### config.mk
export PLATFORM = sky130hd
export DESIGN_NAME = pipeCtrlTop
export DESIGN_NICKNAME = d
export VERILOG_FILES = /design/src/hdl/pipeCtrlPkg.sv /design/src/hdl/stageCtrlIf.sv /design/src/hdl/ctrlDecode.sv /design/src/hdl/forwardUnit.sv /design/src/hdl/hazardDetect.sv /design/src/hdl/pipeCtrlTop.sv /design/src/hdl/stageTracker.sv
export SDC_FILE = /design/constraint.sdc
export NUM_CORES = 1
export LEC_CHECK = 0
export BUFFER_PORTS_ARGS = -buffer_cell sky130_fd_sc_hd__buf_2
export CAP_MARGIN = 40
export CORE_MARGIN = 3
export CORE_UTILIZATION = 40
export DETAILED_ROUTE_END_ITERATION = 10
export PLACE_DENSITY = 0.71
export SLEW_MARGIN = 20
export SYNTH_ARGS = -nofsm -noshare
export SYNTH_HDL_FRONTEND = slang
export SYNTH_SLANG_ARGS = --single-unit
### constraint.sdc
create_clock -name clk -period 5 [get_ports clk]
set_input_delay 0.5 -clock clk [delete_from_list [all_inputs] [get_ports clk]]
set_output_delay 0.5 -clock clk [all_outputs]
set_load 0.01 [all_outputs]
### src/hdl/pipeCtrlPkg.sv
// Pipeline control package with register IDs, opcodes, forward selects and decoded control bits
`default_nettype none

package pipeCtrlPkg;

  //////////////////////////////
  // Basic field types
  //////////////////////////////
  typedef logic [3:0] regId_t;  // Sixteen registers, r0 never a hazard source

  // Instruction classes seen by the decode stage
  typedef enum logic [3:0] {
    opAlu   = 4'h0,  // Arithmetic, sets Z, N and V
    opLogic = 4'h1,  // Sets Z only
    opShift = 4'h2,  // Sets Z only
    opLw    = 4'h3,  // Load word
    opSw    = 4'h4,  // Store word
    opLli   = 4'h5,  // Load immediate into rd
    opB     = 4'h6,  // Conditional branch on flags
    opBr    = 4'h7,  // Branch to register
    opNop   = 4'h8,
    opHlt   = 4'h9
  } opcode_e;

  // Source of an execute-stage operand
  typedef enum logic [1:0] {
    fwdNone  = 2'd0,  // Register file value
    fwdExMem = 2'd1,  // EX/MEM result
    fwdMemWb = 2'd2   // MEM/WB result
  } fwdSel_e;

  //////////////////////////////
  // Decoded control bits
  //////////////////////////////
  typedef struct packed {
    logic regWrite;   // Writes rd at WB
    logic memEnable;  // Data memory access
    logic memWrite;   // Store when set with memEnable
    logic zEn;        // Updates Z flag
    logic nvEn;       // Updates N and V flags
    logic branch;     // Any branch
    logic br;         // Register-target branch
  } ctrl_t;

endpackage

`default_nettype wire

### src/hdl/stageCtrlIf.sv
// Stage control interface carrying registered ID/EX, EX/MEM and MEM/WB fields
`timescale 1ns/1ns
`default_nettype none

interface stageCtrlIf import pipeCtrlPkg::*; ();

  // ID/EX fields
  ctrl_t  exCtrl;       // Control bits of the EX instruction
  regId_t exRd;         // Destination of the EX instruction
  regId_t exSrc1;
  regId_t exSrc2;       // Also the store data register

  // EX/MEM fields
  regId_t memRd;        // rd, or the data register of a store
  logic   memRegWrite;
  logic   memMemWrite;

  // MEM/WB fields
  regId_t wbRd;
  logic   wbRegWrite;

  modport tracker (
    output exCtrl, exRd, exSrc1, exSrc2,
    output memRd, memRegWrite, memMemWrite,
    output wbRd, wbRegWrite
  );

  modport hazard (input exCtrl, exRd, memRd, memRegWrite);

  modport forward (input exSrc1, exSrc2, memRd, memRegWrite, memMemWrite, wbRd, wbRegWrite);

endinterface

`default_nettype wire

### src/hdl/ctrlDecode.sv
// Control decoder turning the decode-stage opcode into pipeline control bits
`timescale 1ns/1ns
`default_nettype none

module ctrlDecode import pipeCtrlPkg::*; (
  input  opcode_e idOpcode,  // Opcode of the instruction in decode
  output ctrl_t   idCtrl     // Decoded control bits
);

  //////////////////////////////
  // Opcode decode
  //////////////////////////////
  always_comb begin
    idCtrl = '0;  // Nop defaults
    case (idOpcode)
      opAlu: begin
        idCtrl.regWrite = 1'b1;
        idCtrl.zEn      = 1'b1;  // Full flag set
        idCtrl.nvEn     = 1'b1;
      end
      opLogic, opShift: begin
        idCtrl.regWrite = 1'b1;
        idCtrl.zEn      = 1'b1;  // Z only
      end
      opLw: begin
        idCtrl.regWrite  = 1'b1;
        idCtrl.memEnable = 1'b1;  // Read access
      end
      opSw: begin
        idCtrl.memEnable = 1'b1;
        idCtrl.memWrite  = 1'b1;  // No rd write
      end
      opLli: begin
        idCtrl.regWrite = 1'b1;  // Immediate into rd
      end
      opB: begin
        idCtrl.branch = 1'b1;
      end
      opBr: begin
        idCtrl.branch = 1'b1;
        idCtrl.br     = 1'b1;  // Target from src1
      end
      opNop, opHlt: begin
        idCtrl = '0;
      end
      default: begin
        idCtrl = '0;  // Unused encodings act as nop
      end
    endcase
  end

endmodule

`default_nettype wire

### src/hdl/forwardUnit.sv
// Forwarding unit choosing execute operand sources and the MEM-to-MEM store forward
`timescale 1ns/1ns
`default_nettype none

module forwardUnit import pipeCtrlPkg::*; (
  stageCtrlIf.forward stage,        // Registered stage fields
  output fwdSel_e     fwdSelA,      // Source for EX operand 1
  output fwdSel_e     fwdSelB,      // Source for EX operand 2
  output logic        fwdStoreMem   // Store data from MEM/WB result
);

  // EX/MEM wins over MEM/WB, it is the younger result
  function automatic fwdSel_e pickSrc(
    input regId_t src,
    input regId_t memRd,
    input logic   memRegWrite,
    input regId_t wbRd,
    input logic   wbRegWrite
  );
    fwdSel_e sel;
    sel = fwdNone;
    if (memRegWrite && (memRd != '0) && (memRd == src)) begin
      sel = fwdExMem;
    end else if (wbRegWrite && (wbRd != '0) && (wbRd == src)) begin
      sel = fwdMemWb;
    end
    return sel;
  endfunction

  //////////////////////////////
  // Operand selects
  //////////////////////////////
  assign fwdSelA = pickSrc(stage.exSrc1, stage.memRd, stage.memRegWrite,
                           stage.wbRd, stage.wbRegWrite);
  assign fwdSelB = pickSrc(stage.exSrc2, stage.memRd, stage.memRegWrite,
                           stage.wbRd, stage.wbRegWrite);

  // memRd carries the data register while a store sits in MEM
  assign fwdStoreMem = stage.memMemWrite & stage.wbRegWrite &
                       (stage.wbRd != '0) & (stage.wbRd == stage.memRd);

endmodule

`default_nettype wire

### src/hdl/hazardDetect.sv
// Hazard detector for load-to-use and branch hazards, with stall and flush generation
`timescale 1ns/1ns
`default_nettype none

module hazardDetect import pipeCtrlPkg::*; (
  input  ctrl_t             idCtrl,      // Decode-stage control bits
  input  regId_t            srcReg1,     // Decode rs
  input  regId_t            srcReg2,     // Decode rt
  input  logic              icacheMiss,  // Fetch not ready
  input  logic              dcacheMiss,  // Memory stage not ready
  input  logic              updatePc,    // Redirect from a taken branch
  stageCtrlIf.hazard        stage,       // Registered stage fields
  output logic              pcStall,
  output logic              ifIdStall,
  output logic              idExStall,
  output logic              exMemStall,
  output logic              memFlush,    // Bubble into MEM/WB
  output logic              idFlush,     // Bubble into ID/EX
  output logic              ifFlush      // Kill the fetched word
);

  logic exIsLoad;     // EX holds a load
  logic exSetsFlags;  // EX writes any flag
  logic exRdValid;    // EX writes a real register
  logic memRdValid;   // MEM writes a real register
  logic loadUseHaz;
  logic bHaz;
  logic brHaz;
  logic anyHaz;

  //////////////////////////////
  // Stage qualifiers
  //////////////////////////////
  assign exIsLoad    = stage.exCtrl.memEnable & ~stage.exCtrl.memWrite;
  assign exSetsFlags = stage.exCtrl.zEn | stage.exCtrl.nvEn;
  assign exRdValid   = stage.exCtrl.regWrite & (stage.exRd != '0);
  assign memRdValid  = stage.memRegWrite & (stage.memRd != '0);

  //////////////////////////////
  // Hazard terms
  //////////////////////////////
  // Store data on src2 is covered by the MEM-to-MEM forward
  assign loadUseHaz = exIsLoad & (stage.exRd != '0) &
                      ((stage.exRd == srcReg1) |
                       ((stage.exRd == srcReg2) & ~idCtrl.memWrite));

  assign bHaz = idCtrl.branch & exSetsFlags;  // Flags not yet settled

  // BR needs flags and its target register resolved in decode
  assign brHaz = idCtrl.branch & idCtrl.br &
                 (exSetsFlags |
                  (exRdValid & (stage.exRd == srcReg1)) |
                  (memRdValid & (stage.memRd == srcReg1)));

  assign anyHaz = loadUseHaz | bHaz | brHaz;

  //////////////////////////////
  // Stalls
  //////////////////////////////
  assign exMemStall = dcacheMiss;                 // Whole back end waits on the data cache
  assign idExStall  = exMemStall;
  assign ifIdStall  = exMemStall | anyHaz;        // Decode waits behind any hazard
  assign pcStall    = icacheMiss | ifIdStall;

  //////////////////////////////
  // Flushes
  //////////////////////////////
  assign memFlush = dcacheMiss;                   // Bubble behind the stalled MEM
  assign idFlush  = anyHaz & ~idExStall;          // Nop into EX only while EX moves
  assign ifFlush  = (icacheMiss | updatePc) & ~ifIdStall;

endmodule

`default_nettype wire

### src/hdl/pipeCtrlTop.sv
// Pipeline control top level joining decode, hazard, forwarding and stage tracking
`timescale 1ns/1ns
`default_nettype none

module pipeCtrlTop import pipeCtrlPkg::*; (
  input  logic    clk,
  input  logic    rstN,         // Async, active low
  input  opcode_e idOpcode,     // Decode-stage opcode
  input  regId_t  srcReg1,      // Decode rs
  input  regId_t  srcReg2,      // Decode rt
  input  regId_t  dstReg,       // Decode rd
  input  logic    icacheMiss,
  input  logic    dcacheMiss,
  input  logic    updatePc,     // PC redirect
  output logic    pcStall,
  output logic    ifIdStall,
  output logic    idExStall,
  output logic    exMemStall,
  output logic    memFlush,
  output logic    idFlush,
  output logic    ifFlush,
  output fwdSel_e fwdSelA,      // EX operand 1 source
  output fwdSel_e fwdSelB,      // EX operand 2 source
  output logic    fwdStoreMem   // Store data forward
);

  ctrl_t idCtrl;  // Decoded bits shared by hazard and tracker

  stageCtrlIf stage ();  // Registered stage fields

  ctrlDecode u_ctrlDecode (
    .idOpcode (idOpcode),
    .idCtrl   (idCtrl)
  );

  //////////////////////////////
  // Hazards, stalls and flushes
  //////////////////////////////
  hazardDetect u_hazardDetect (
    .idCtrl     (idCtrl),
    .srcReg1    (srcReg1),
    .srcReg2    (srcReg2),
    .icacheMiss (icacheMiss),
    .dcacheMiss (dcacheMiss),
    .updatePc   (updatePc),
    .stage      (stage.hazard),
    .pcStall    (pcStall),
    .ifIdStall  (ifIdStall),
    .idExStall  (idExStall),
    .exMemStall (exMemStall),
    .memFlush   (memFlush),
    .idFlush    (idFlush),
    .ifFlush    (ifFlush)
  );

  forwardUnit u_forwardUnit (
    .stage       (stage.forward),
    .fwdSelA     (fwdSelA),
    .fwdSelB     (fwdSelB),
    .fwdStoreMem (fwdStoreMem)
  );

  //////////////////////////////
  // Stage registers
  //////////////////////////////
  stageTracker u_stageTracker (
    .clk        (clk),
    .rstN       (rstN),
    .idCtrl     (idCtrl),
    .srcReg1    (srcReg1),
    .srcReg2    (srcReg2),
    .dstReg     (dstReg),
    .idExStall  (idExStall),   // Same level as exMemStall today
    .exMemStall (exMemStall),
    .idFlush    (idFlush),
    .memFlush   (memFlush),
    .stage      (stage.tracker)
  );

endmodule

`default_nettype wire

### src/hdl/stageTracker.sv
// Stage tracker holding the ID/EX, EX/MEM and MEM/WB control fields
`timescale 1ns/1ns
`default_nettype none

module stageTracker import pipeCtrlPkg::*; (
  input  logic        clk,
  input  logic        rstN,        // Async, active low
  input  ctrl_t       idCtrl,      // Decoded bits of the decode instruction
  input  regId_t      srcReg1,
  input  regId_t      srcReg2,
  input  regId_t      dstReg,
  input  logic        idExStall,   // Hold ID/EX
  input  logic        exMemStall,  // Hold EX/MEM
  input  logic        idFlush,     // Bubble into ID/EX
  input  logic        memFlush,    // Bubble into MEM/WB
  stageCtrlIf.tracker stage
);

  //////////////////////////////
  // ID/EX register
  //////////////////////////////
  always_ff @(posedge clk or negedge rstN) begin
    if (!rstN) begin
      stage.exCtrl <= '0;  // Bubble
      stage.exRd   <= '0;
      stage.exSrc1 <= '0;
      stage.exSrc2 <= '0;
    end else if (idExStall) begin
      // Hold the EX instruction
    end else if (idFlush) begin
      stage.exCtrl <= '0;  // Nop into EX
      stage.exRd   <= '0;
      stage.exSrc1 <= '0;
      stage.exSrc2 <= '0;
    end else begin
      stage.exCtrl <= idCtrl;
      stage.exRd   <= dstReg;
      stage.exSrc1 <= srcReg1;
      stage.exSrc2 <= srcReg2;
    end
  end

  //////////////////////////////
  // EX/MEM register
  //////////////////////////////
  always_ff @(posedge clk or negedge rstN) begin
    if (!rstN) begin
      stage.memRd       <= '0;
      stage.memRegWrite <= 1'b0;
      stage.memMemWrite <= 1'b0;
    end else if (!exMemStall) begin
      // A store carries its data register for the MEM-to-MEM forward
      stage.memRd       <= stage.exCtrl.memWrite ? stage.exSrc2 : stage.exRd;
      stage.memRegWrite <= stage.exCtrl.regWrite;
      stage.memMemWrite <= stage.exCtrl.memWrite;
    end
  end

  //////////////////////////////
  // MEM/WB register
  //////////////////////////////
  always_ff @(posedge clk or negedge rstN) begin
    if (!rstN) begin
      stage.wbRd       <= '0;
      stage.wbRegWrite <= 1'b0;
    end else if (memFlush) begin
      stage.wbRd       <= '0;  // Bubble while MEM waits on the cache
      stage.wbRegWrite <= 1'b0;
    end else begin
      stage.wbRd       <= stage.memRd;
      stage.wbRegWrite <= stage.memRegWrite;
    end
  end

endmodule

`default_nettype wire

* Word level (Yosys, flattened, before mapping) *
Index checks and enable logic that the tools add are counted.

operators by class
  eq/ne operators = 15
  mux-type cells = 18
  bitwise operators = 29
  reductions and logical operators = 14

operator list
  cell                  count
  $eq A4 B4 Y1          8
  $mux W4               5
  $and A1 B1 Y1         16
  $eq A4 B3 Y1 const B  4
  $reduce_bool A4 Y1    3
  $or A1 B1 Y1          9
  $eq A4 B2 Y1 const B  2
  $mux W1               8
  $mux W2               4
  $mux W7               1
  $logic_and A1 B1 Y1   6
  $reduce_or A5 Y1      1
  $eq A4 B1 Y1 const B  1
  $logic_not A4 Y1      1
  $not A1 Y1            4
  $reduce_or A2 Y1      2
  $reduce_or A3 Y1      1

storage, ports and cells
  register bits = 28
  input port bits = 21

* Longest topological paths before layout *
Gate-level depths: netlist of run 1.

  depth in word-level cells = 11
  gate-level depth with buffers = 7

* By module *
From an unflattened synthesis of run 1, not the netlist that was laid out.

unflattened totals
  cell total of the unflattened synthesis = 198
  area total of the unflattened synthesis = 1871.8 sq um

modules (own cells, without submodules)
  module        times used  cells each  area each (sq um)  sequential area each (sq um)
  stageTracker  1           112         1238.7             750.7
  hazardDetect  1           40          289.0              0.0
  forwardUnit   1           34          274.0              0.0
  ctrlDecode    1           12          70.1               0.0

* Worst setup path before layout of run 1 *
Ideal clock, no wire load.

  path kind = input -> output
  start point = input port idOpcode[0]
  end point = output port ifFlush
  arrival time = 1.902 ns
  required time = 4.500 ns
  path slack = 2.598 ns
  stages on the path = 6
  buffers on the path = 1
  path through = or4b_1 > nand3_1 > o22ai_2 > nor4b_4 > buf_6 > o21a_1

on the way
  longest elaborated chain between the ends = 11

RTL lines
  item             line                source
  from (decl)      pipeCtrlTop.sv:8    input opcode_e idOpcode,
  $eq A4 B3 Y1     ctrlDecode.sv:15    case (idOpcode)
  $mux W1          ctrlDecode.sv:15
  $not A1 Y1       hazardDetect.sv:45  ((stage.exRd == srcReg2) & ~idCtrl.memWrite));
  $and A1 B1 Y1    hazardDetect.sv:45
  $or A1 B1 Y1     hazardDetect.sv:44  ((stage.exRd == srcReg1) |
  $and A1 B1 Y1    hazardDetect.sv:43  assign loadUseHaz = exIsLoad & (stage.exRd != '0) &
  $or A1 B1 Y1     hazardDetect.sv:55  assign anyHaz = loadUseHaz | bHaz | brHaz;
  $or A1 B1 Y1 *   hazardDetect.sv:55
  $or A1 B1 Y1 *   hazardDetect.sv:62  assign ifIdStall = exMemStall | anyHaz;
  $not A1 Y1 *     hazardDetect.sv:70  assign ifFlush = (icacheMiss | updatePc) & ~ifIdStall;
  $and A1 B1 Y1 *  hazardDetect.sv:70
  to (decl)        pipeCtrlTop.sv:21   output logic ifFlush,

Every way passes the cells marked *; elsewhere a longest branch is shown, timed or not.

* Final worst setup path of run 1 *
  start point = register u_stageTracker.stage.exRd[1]
  end point = output port ifFlush

on the way
  longest elaborated chain between the ends = 10

RTL lines
  item                    line                                    source
  from (decl)             stageCtrlIf.sv:23                       output exCtrl, exRd, exSrc1, exSrc2,
  from (signal assigned)  stageTracker.sv:37                      stage.exRd <= dstReg;
  $reduce_bool A4 Y1      hazardDetect.sv:36, hazardDetect.sv:43
  $and A1 B1 Y1           hazardDetect.sv:36                      assign exRdValid = stage.exCtrl.regWrite & (stage.exRd != '0);
  $and A1 B1 Y1           hazardDetect.sv:52                      (exRdValid & (stage.exRd == srcReg1)) |
  $or A1 B1 Y1            hazardDetect.sv:51                      (exSetsFlags |
  $or A1 B1 Y1            hazardDetect.sv:52
  $and A1 B1 Y1           hazardDetect.sv:50                      assign brHaz = idCtrl.branch & idCtrl.br &
  $or A1 B1 Y1 *          hazardDetect.sv:55
  $or A1 B1 Y1 *          hazardDetect.sv:62
  $not A1 Y1 *            hazardDetect.sv:70
  $and A1 B1 Y1 *         hazardDetect.sv:70

Marked as above.

==> impl_metrics.json, run 1 <==
{
  "outcome": "completed",
  "crit_slowest_cell": "nor4b_4",
  "worstPathRequired_ns": 4.50,
  "cap_violations": 0,
  "slew_violations": 0,
  "syn_area_um2": 1630,
  "antenna_cells": 0,
  "gp_congestion": 0.804,
  "drtIter0Drc": 61,
  "layoutNonFillerInstCount": 227,
  "total_power_mw": 0.536,
  "htreeDepth": 1,
  "fin_skew_ns": 0.00753,
  "cts_buffers": 3,
  "synth.avg_cell_area_um2": 10.4,
  "ys_seq_elements": 28,
  "synth-edff-count": 0,
  "syn_nets": 177,
  "numClockSinks": 28,
  "areaGrowthSynthToFinish_pct": 12.6,
  "rsz0062_at_grt": "false",
  "setup_viol": 0,
  "period_needed_ns": 3.04,
  "drt-pass1-iter-count": 3,
  "place_inst": 223,
  "worstMarginPinSlew_ns": 0.762,
  "synthCells": 156,
  "ant_nets": 0,
  "nets": 201,
  "ys_async_sr_fraction_pct": 100,
  "cp-start-kind": "flop",
  "wl_per_cell_um": 14.8,
  "crit_buf_inv": 1,
  "grt_max_degree": 41,
  "drc": 0,
  "via_count": 1194,
  "power.density_nw_per_um2": 293,
  "cp.arrival_ns": 2.54,
  "cts-root-buf": "clkbuf_8",
  "fin_tns_setup_ns": 0,
  "clockBufferDepth": 2,
  "grt_antenna_before_repair": 0,
  "crit_family": "simple AND/OR/NAND/NOR gates",
  "pin_count": 33,
  "fmax_mhz": 329,
  "grt_usage_pct": 14.7,
  "die_w_um": 69.7,
  "hp-class": "primary input to async pin",
  "p_leak_nw": 0.787,
  "fin_util_pct": 48.2,
  "port_buffers": 32,
  "dieArea_um2": 4860,
  "synthFlopType": "dfrtp_1",
  "period_share_pct": 60.8,
  "cts_tree": "yes",
  "hold_buffers": 0,
  "crit_type": "flop to output port",
  "yosysWarnings": 0,
  "crit_fanout": 15,
  "relSlewSlack_pct": 49.0,
  "grt-ovfl-total": 0,
  "worstPathCellList": "or4_4 -> nand4_1 -> o22ai_2 -> nor4b_4 -> o21a_1 -> buf_2",
  "cts_setup_buffers": 0,
  "endpoint_kind": "output port",
  "cts_resized": 0,
  "clock_latency_ns": 0.28,
  "die_y_um": 69.7,
  "drive_gt1_share_pct": 24.0,
  "rows": 22,
  "grt_pass1_vias": 1147,
  "wl_um": 3360,
  "clkSlewWorstSetupHoldPaths_ns": 0.10,
  "yosysSeqAreaShare_pct": 43.1,
  "synth_cell_types": 36,
  "routed_via_density": 5.26,
  "peakVddDrop_mv": 0.109,
  "hold_ws_ns": 0.226,
  "grt_first_pass_wirelength_um": 5780,
  "dp_hpwl_um": 2520,
  "hold_viol": 0,
  "max_stage_delay_ns": 0.66,
  "core_um2": 3800,
  "initial_core_util_pct": 42.8
}
[layer usage]
layer | up-vias | GRT usage, % | wire length (um)
met5 | - | 0 | 0
met2 | 28 | 21.0 | 1460
met3 | 3 | 1.88 | 123
met4 | 0 | 5.11 | 44
met1 | 565 | 22.7 | 1730
li1 | 598 | - | -
[power breakdown]
part | internal [mW] | switching, mW
logic | 0.0614 | 0.0495
registers | 0.247 | 0.0367
clock network | 0.0706 | 0.0703
total | 0.379 | 0.156
[cell usage in the layout (no fill, tap or decap), drive strengths merged, types with 3 or more instances in the layout]
cell type  synthesis  routed
xnor2             28      28
a22o              14      14
mux2i              4       4
clkbuf             7       4
nand2             11      11
nor2               7       7
dfrtp             28      28
nand4              6       6
inv                4       4
buf                6      32
o21ai              7       7
xor2               4       4
o41ai              3       3
nor2b              6       6
[flip-flops by register name, indices dropped and copies added, names as in the netlist]
signal,cells
u_stageTracker.stage.memRd,4
u_stageTracker.stage.exCtrl,5
u_stageTracker.stage.exRd,4
u_stageTracker.stage.exSrc2,4
u_stageTracker.stage.memMemWrite,1
u_stageTracker.stage.wbRegWrite,1
u_stageTracker.stage.wbRd,4
u_stageTracker.stage.memRegWrite,1
u_stageTracker.stage.exSrc1,4
[path summary, 6_finish.rpt]
path                                                      from                             end  slack [ns]  depth (start not counted)
worst max-delay path              u_stageTracker.stage.exRd[1]                         ifFlush        1.96                          6
worst min-delay path                                      rstN   u_stageTracker.stage.memRd[2]        0.23                          1
worst max register to register    u_stageTracker.stage.exRd[1]    u_stageTracker.stage.exRd[0]        2.77                          5
worst min register to register  u_stageTracker.stage.exCtrl[5]  u_stageTracker.stage.exCtrl[5]        0.51                          1
max in group asynchronous                                 rstN   u_stageTracker.stage.memRd[1]        4.37                          1
min in group clk                                     dstReg[3]    u_stageTracker.stage.exRd[3]        0.43                          2
[synthesized netlist by cell type, types with 3 or more instances]
cell type / count / area share (%)
xnor2_1: 28 / 15
xor2_1: 4 / 2.2
nor2_1: 7 / 1.6
nand2_1: 11 / 2.5
buf_4: 3 / 1.4
a22o_1: 14 / 7.5
nor2b_1: 6 / 2.3
dfrtp_1: 28 / 43
clkbuf_1: 7 / 1.6
mux2i_1: 4 / 2.5
nand4_1: 6 / 2.3
o21ai_0: 5 / 1.5
inv_1: 3 / 0.69
[cell families after synthesis]
kind of cell | after synthesis | share of synthesized area [%]
flops | 28 | 43.1
simple gates | 43 | 15.6
xor+xnor | 32 | 17.2
compound gates | 31 | 15.6
buf+inv | 17 | 5.23
mux | 5 | 3.16
[stage by stage]
stage / setup slack, ns / area, um2
2_1_floorplan: 2.60 / 1630
3_3_place_gp: 2.14 / 1780
3_5_place_dp: 2.09 / 1780
4_1_cts: 1.93 / 1830
5_1_grt: 1.71 / 1830
6_report: 1.96 / 1830
[area by class of cell]
| type | instances | area, um2 |
|---|---|---|
| Inverter | 4 | 15.0 |
| Clock buffer | 4 | 55.1 |
| Fill cell | 375 | 1970 |
| Sequential cell | 28 | 701 |
| Tap cell | 48 | 60.1 |
| Timing Repair Buffer | 32 | 160 |
| Multi-Input combinational cell | 111 | 840 |
[worst register-to-register path: stages (launching register included)]
cell,delay (ns)
dfrtp_1,0.47
or4_4,0.58
nand4_1,0.12
o22ai_2,0.10
nor4b_4,0.67
a22o_1,0.23
No activity file was read; power rests on OpenSTA's default activity.
==> inputs of run 2 (changes only) <==
==> constraint.sdc (replaced) <==
create_clock -name clk -period 2.81 [get_ports clk]
set_input_delay 0.281 -clock clk [delete_from_list [all_inputs] [get_ports clk]]
set_output_delay 0.281 -clock clk [all_outputs]
set_load 0.01 [all_outputs]
==> run 2 against run 1 <==
Flip-flop and latch count unchanged. Count of clock-buffer cells in the layout down 1. Critical path depth down 1. Critical endpoint unchanged. Largest power group unchanged.
==> impl_metrics.json, run 2 (same netlist as run 1, synthesis figures left out) <==
{
  "peakVddDrop_mv": 0.228,
  "grt_max_degree": 41,
  "placed_area_um2": 1780,
  "clockBufferDepth": 2,
  "power.density_nw_per_um2": 496,
  "cts-root-buf": "clkbuf_8",
  "fmax_mhz": 422,
  "grt_antenna_before_repair": 0,
  "largest_register_ffs": 5,
  "numClockSinks": 28,
  "largest_register": "u_stageTracker.stage.exCtrl",
  "grt-ovfl-total": 0,
  "endpoint_kind": "output port",
  "timing.rr.end": "u_stageTracker.stage.exSrc2[3]",
  "cap_violations": 0,
  "hold_viol": 0,
  "r2r_slack_ns": 0.81,
  "ant_nets": 0,
  "routed_via_density": 5.25,
  "cp.arrival_ns": 2.09,
  "grt_usage_pct": 13.5,
  "initial_core_util_pct": 42.8,
  "crit_type": "flop to output port",
  "grt_pass1_vias": 1138,
  "clock_latency_ns": 0.27,
  "final_common_cell": "buf_2",
  "relSlewSlack_pct": 54.4,
  "areaGrowthSynthToFinish_pct": 12.2,
  "period_needed_ns": 2.37,
  "outcome": "completed",
  "wl_per_cell_um": 14.2,
  "dp_hpwl_um": 2520,
  "fin_tns_setup_ns": 0,
  "period_share_pct": 84.4,
  "setup_viol": 0,
  "total_power_mw": 0.905,
  "nets": 202,
  "dieArea_um2": 4860,
  "grt_first_pass_wirelength_um": 5530,
  "r2r_cells": 5,
  "antenna_cells": 0,
  "drt-pass1-iter-count": 4,
  "via_count": 1191,
  "gp_congestion": 0.766,
  "cts_buffers": 3,
  "final_cell_mix": "buf_2, xnor2_1, dfrtp_1",
  "clkSlewWorstSetupHoldPaths_ns": 0.08,
  "slew_violations": 0,
  "drtIter0Drc": 42,
  "cts_resized": 0,
  "cts_setup_buffers": 0,
  "crit_fanout": 7,
  "die_y_um": 69.7,
  "worstMarginPinSlew_ns": 0.684,
  "fin_skew_ns": 0.00397,
  "rows": 22,
  "worstPathRequired_ns": 2.53,
  "r2r-start": "u_stageTracker.stage.memRd[0]",
  "hold_buffers": 0,
  "finalInstanceArea_um2": 1820,
  "port_buffers": 32,
  "p_leak_nw": 0.785,
  "wl_um": 3220,
  "die_w_um": 69.7,
  "htreeDepth": 1,
  "drc": 0,
  "core_um2": 3800,
  "rsz0062_at_grt": "false",
  "cts_tree": "yes",
  "cp-start-kind": "flop",
  "hp-class": "primary input to async pin",
  "pin_count": 33,
  "drive_gt1_share_pct": 24.0
}
run 2: per-layer routing:
metal / track usage, % / routed length, um / up-vias / share of wire, %
li1: - / - / 598 / -
met2: 21.1 / 1460 / 33 / 45
met3: 2.61 / 163 / 2 / 5.1
met1: 19.7 / 1590 / 558 / 49
met5: 0 / 0 / - / 0
met4: 2.55 / 13 / 0 / 0.40
run 2: worst max path at each step:
stage | start | cells after the start | to
final | u_stageTracker.stage.memRd[0] | 5 | ifFlush
after global routing | u_stageTracker.stage.memRd[0] | 5 | ifFlush
after CTS | u_stageTracker.stage.memRd[1] | 5 | ifFlush
after detailed placement | u_stageTracker.stage.memRd[1] | 5 | ifFlush
after global placement | u_stageTracker.stage.memRd[0] | 5 | ifFlush
after floorplan | u_stageTracker.stage.exRd[1] | 6 | ifFlush
run 2: cell type report:
type,count,area [um2]
fill,366,1970
timing repair buffer,33,168
tap,48,60.1
sequential,28,701
inverter,4,15.0
multi-input combinational,111,840
clock buffer,3,41.3
run 2: where the power goes:
group,leakage (nW),internal (mW),switching [mW]
Clock,0.0216,0.0960,0.109
Sequential,0.357,0.440,0.0636
Combinational,0.406,0.110,0.0855
run 2: worst max-delay path, stage by stage, from the launching register on:
cell     delay, ns
dfrtp_1       0.49
o41ai_2       0.52
nor4_2        0.16
nor4b_4       0.36
o21a_1        0.17
buf_2         0.12
run 2: through the flow:
stage	util (%)	setup slack, ns	hold slack (ns)	std cells
floorplan	-	0.711	-0.0146	156
global placement	46.9	0.724	0.329	224
detailed placement	46.9	0.721	0.332	224
CTS	48.0	0.412	0.0397	227
global route	48.0	0.285	0.0611	227
finish	48.0	0.440	0.0154	227
==> inputs of run 3 (changes only) <==
--- a/config.mk
+++ b/config.mk
@@ -5,12 +5,13 @@
 export SDC_FILE = /design/constraint.sdc
 export NUM_CORES = 1
 export LEC_CHECK = 0
+export ABC_AREA = 1
 export BUFFER_PORTS_ARGS = -buffer_cell sky130_fd_sc_hd__buf_2
 export CAP_MARGIN = 40
 export CORE_MARGIN = 3
 export CORE_UTILIZATION = 40
 export DETAILED_ROUTE_END_ITERATION = 10
-export PLACE_DENSITY = 0.71
+export PLACE_DENSITY = 0.73
 export SLEW_MARGIN = 20
 export SYNTH_ARGS = -nofsm -noshare
 export SYNTH_HDL_FRONTEND = slang
==> constraint.sdc (replaced) <==
create_clock -name clk -period 2 [get_ports clk]
set_input_delay 0.2 -clock clk [delete_from_list [all_inputs] [get_ports clk]]
set_output_delay 0.2 -clock clk [all_outputs]
set_load 0.01 [all_outputs]
==> run 3 against run 2 <==
Sequential share of layout area decreased by 5.5 points. Hold slack improved by 0.15 ns. Cell area increased by 17%. Critical path type unchanged. Combinational power increased by 79%.
==> impl_metrics.json, run 3 <==
{
  "outcome": "completed",
  "hp-class": "primary input to flop",
  "max_stage_delay_ns": 0.45,
  "cp.arrival_ns": 1.68,
  "synthFlopType": "dfrtp_1",
  "cp-start-kind": "flop",
  "rows": 24,
  "clockBufferDepth": 2,
  "final_common_cell": "nand2_1",
  "fmax_mhz": 532,
  "ys_async_sr_fraction_pct": 100,
  "worstPathCellList": "inv_2 -> nand2_1 -> nand2_1 -> nor2_2 -> nand2_1 -> o21ai_2 -> a21oi_4 -> buf_12 -> nand3_4 -> nor2_2 -> buf_2",
  "pre_cts_ws_ns": 0.295,
  "setup_viol": 0,
  "hold_viol": 0,
  "dp_hpwl_um": 3060,
  "numClockSinks": 28,
  "rsz0062_at_grt": "false",
  "crit_family": "flip-flops",
  "synth_area_leaders": "dfrtp_1, nand2_1, nand4_1",
  "crit_type": "flop to output port",
  "cap_violations": 0,
  "dieArea_um2": 5510,
  "drtIter0Drc": 123,
  "syn_nets": 273,
  "crit_fanout": 11,
  "grt_max_degree": 39,
  "port_buffers": 32,
  "fin_skew_ns": 0.00420,
  "fin_tns_setup_ns": 0,
  "synth_top_area_share_pct": 37.6,
  "holdCritStartpoint": "dstReg[1]",
  "synth.most_common_cell": "nand2_1",
  "cts_tree": "yes",
  "power.switching_mw": 0.454,
  "r2r-start": "u_stageTracker.stage.memRd[3]",
  "grt_usage_pct": 16.9,
  "via_count": 1667,
  "antenna_cells": 0,
  "yosysSeqAreaShare_pct": 37.6,
  "synthTopCellsByCount": "nand2_1, dfrtp_1, inv_1, nand4_1, nor2_1",
  "gp_congestion": 0.839,
  "period_share_pct": 93.9,
  "clock_latency_ns": 0.28,
  "endpoint_kind": "output port",
  "crit_slowest_cell": "dfrtp_1",
  "initial_core_util_pct": 42.2,
  "drt-pass1-iter-count": 4,
  "synth.avg_cell_area_um2": 7.39,
  "min_path_cells": 3,
  "p_comb_share_pct": 24.9,
  "ys_seq_elements": 28,
  "drive_gt1_share_pct": 24.2,
  "syn_area_um2": 1860,
  "hold_ws_ns": 0.161,
  "path_depth": 11,
  "r2r_cells": 11,
  "synthCells": 252,
  "die_y_um": 74.2,
  "drc": 0,
  "yosysTopAreaCell": "dfrtp_1",
  "grt_pass1_vias": 1583,
  "clkSlewWorstSetupHoldPaths_ns": 0.10,
  "wl_per_cell_um": 12.4,
  "routed_via_density": 4.95,
  "nets": 307,
  "worst_slack_ns": 0.121,
  "die_w_um": 74.2,
  "pin_count": 33,
  "clkPwrFrac_pct": 25.5,
  "p_leak_nw": 1.15,
  "power.density_nw_per_um2": 657,
  "hold_end": "u_stageTracker.stage.exRd[1]",
  "synth-edff-count": 0,
  "relSlewSlack_pct": 57.3,
  "largest_register": "u_stageTracker.stage.exCtrl",
  "wl_um": 4190,
  "grt_antenna_before_repair": 0,
  "final_cell_mix": "nand2_1, buf_2, dfrtp_1",
  "switching_share_pct": 32.2,
  "yosysWarnings": 0,
  "ant_nets": 0,
  "largest_register_ffs": 5,
  "r2r_slack_ns": 0.35,
  "fill_cells": 464,
  "cts-root-buf": "clkbuf_8",
  "p_seq_share_pct": 49.6,
  "worstMarginPinSlew_ns": 0.641,
  "peakVddDrop_mv": 0.268,
  "cp_common_cell": "nand2_1",
  "areaGrowthSynthToFinish_pct": 15.1,
  "crit_buf_inv": 3,
  "slew_violations": 0,
  "grt_first_pass_wirelength_um": 7250,
  "worstPathRequired_ns": 1.80,
  "power.internal_mw": 0.955,
  "cts_buffers": 3,
  "htreeDepth": 1,
  "grt-ovfl-total": 0,
  "core_um2": 4410,
  "synth_cell_types": 28,
  "period_needed_ns": 1.88,
  "timing.rr.end": "u_stageTracker.stage.exRd[0]"
}
## run 3: cell types whose count changed in the layout (fill, tap and decap cells not counted), sizes merged, moves of 4 or more
cell,change
mux2i,-4
nand2,+75
nor2,+15
a22oi,+4
nor2b,-6
a22o,-14
xnor2,-15
buf,+9
nand3,+5
nand4,+14
a21oi,+9
inv,+23
## run 3: per-layer routing
| layer | share of wire (%) | vias to the layer above | track usage (%) |
|---|---|---|---|
| met3 | 2.8 | 5 | 2.03 |
| met5 | 0 | - | 0 |
| met2 | 48 | 29 | 27.5 |
| li1 | - | 867 | - |
| met1 | 48 | 766 | 23.9 |
| met4 | 1.1 | 0 | 4.74 |
## run 3: area by class of cell
type                            instances  area [um2]  share of cell area, %
Timing Repair Buffer                   43         258                   12.0
Tap cell                               52        65.1                   3.04
Sequential cell                        28         706                   32.9
Clock buffer                            4        55.1                   2.57
Inverter                               28         119                   5.55
Multi-Input combinational cell        182         941                   43.9
## run 3: kinds of logic (layout without fill, tap and decap cells)
logic type | Yosys count | count (layout) | share of synthesized area, %
DFF | 28 | 28 | 37.6
xor gates and xnor gates | 18 | 18 | 8.47
buffers and inverters | 42 | 75 | 12.4
and+or+nand+nor | 144 | 144 | 34.4
AOI/OAI and AO/OA | 20 | 20 | 7.06
## run 3: worst register-to-register path: stages, from the launching register on
cell	delay, ns
dfrtp_1	0.43
inv_2	0.10
nand2_1	0.07
nand2_1	0.05
nor2_1	0.11
nand3_1	0.10
nand3_1	0.13
nand2_4	0.10
buf_4	0.15
buf_4	0.17
nand4_1	0.10
nand2_1	0.05
## run 3: worst max-delay path by stage
stage,start,end
2_1_floorplan,u_stageTracker.stage.memRd[0],ifFlush
3_3_place_gp,u_stageTracker.stage.memRd[1],idFlush
3_5_place_dp,u_stageTracker.stage.memRd[0],idFlush
4_1_cts,u_stageTracker.stage.exRd[0],ifFlush
5_1_grt,u_stageTracker.stage.exRd[3],ifFlush
6_report,u_stageTracker.stage.exRd[2],ifFlush
## run 3: power by group through the flow
stage / clock network, mW / logic (mW) / registers (mW)
after floorplan: 0 / 0.272 / 0.680
after global placement: 0 / 0.331 / 0.705
after detailed placement: 0 / 0.337 / 0.708
after CTS: 0.362 / 0.341 / 0.697
after global routing: 0.382 / 0.404 / 0.708
final: 0.360 / 0.350 / 0.699
## run 3: what timing repair did
item	in CTS	in global routing
endpoints found under the hold margin	28	0
hold buffers	1	0
gates resized for setup	2	5
pin swaps	0	2
setup buffers	0	6
endpoints found under the setup margin	2	4
## run 3: metrics by stage
step                cells  util (%)  instance area, um2  power [mW]
detailed placement    326      45.4                2000        1.04
CTS                   331      46.9                2070        1.40
global placement      326      45.4                2000        1.04
finish                337      48.6                2140        1.41
global route          337      48.6                2140        1.49
floorplan             252         -                1860       0.952
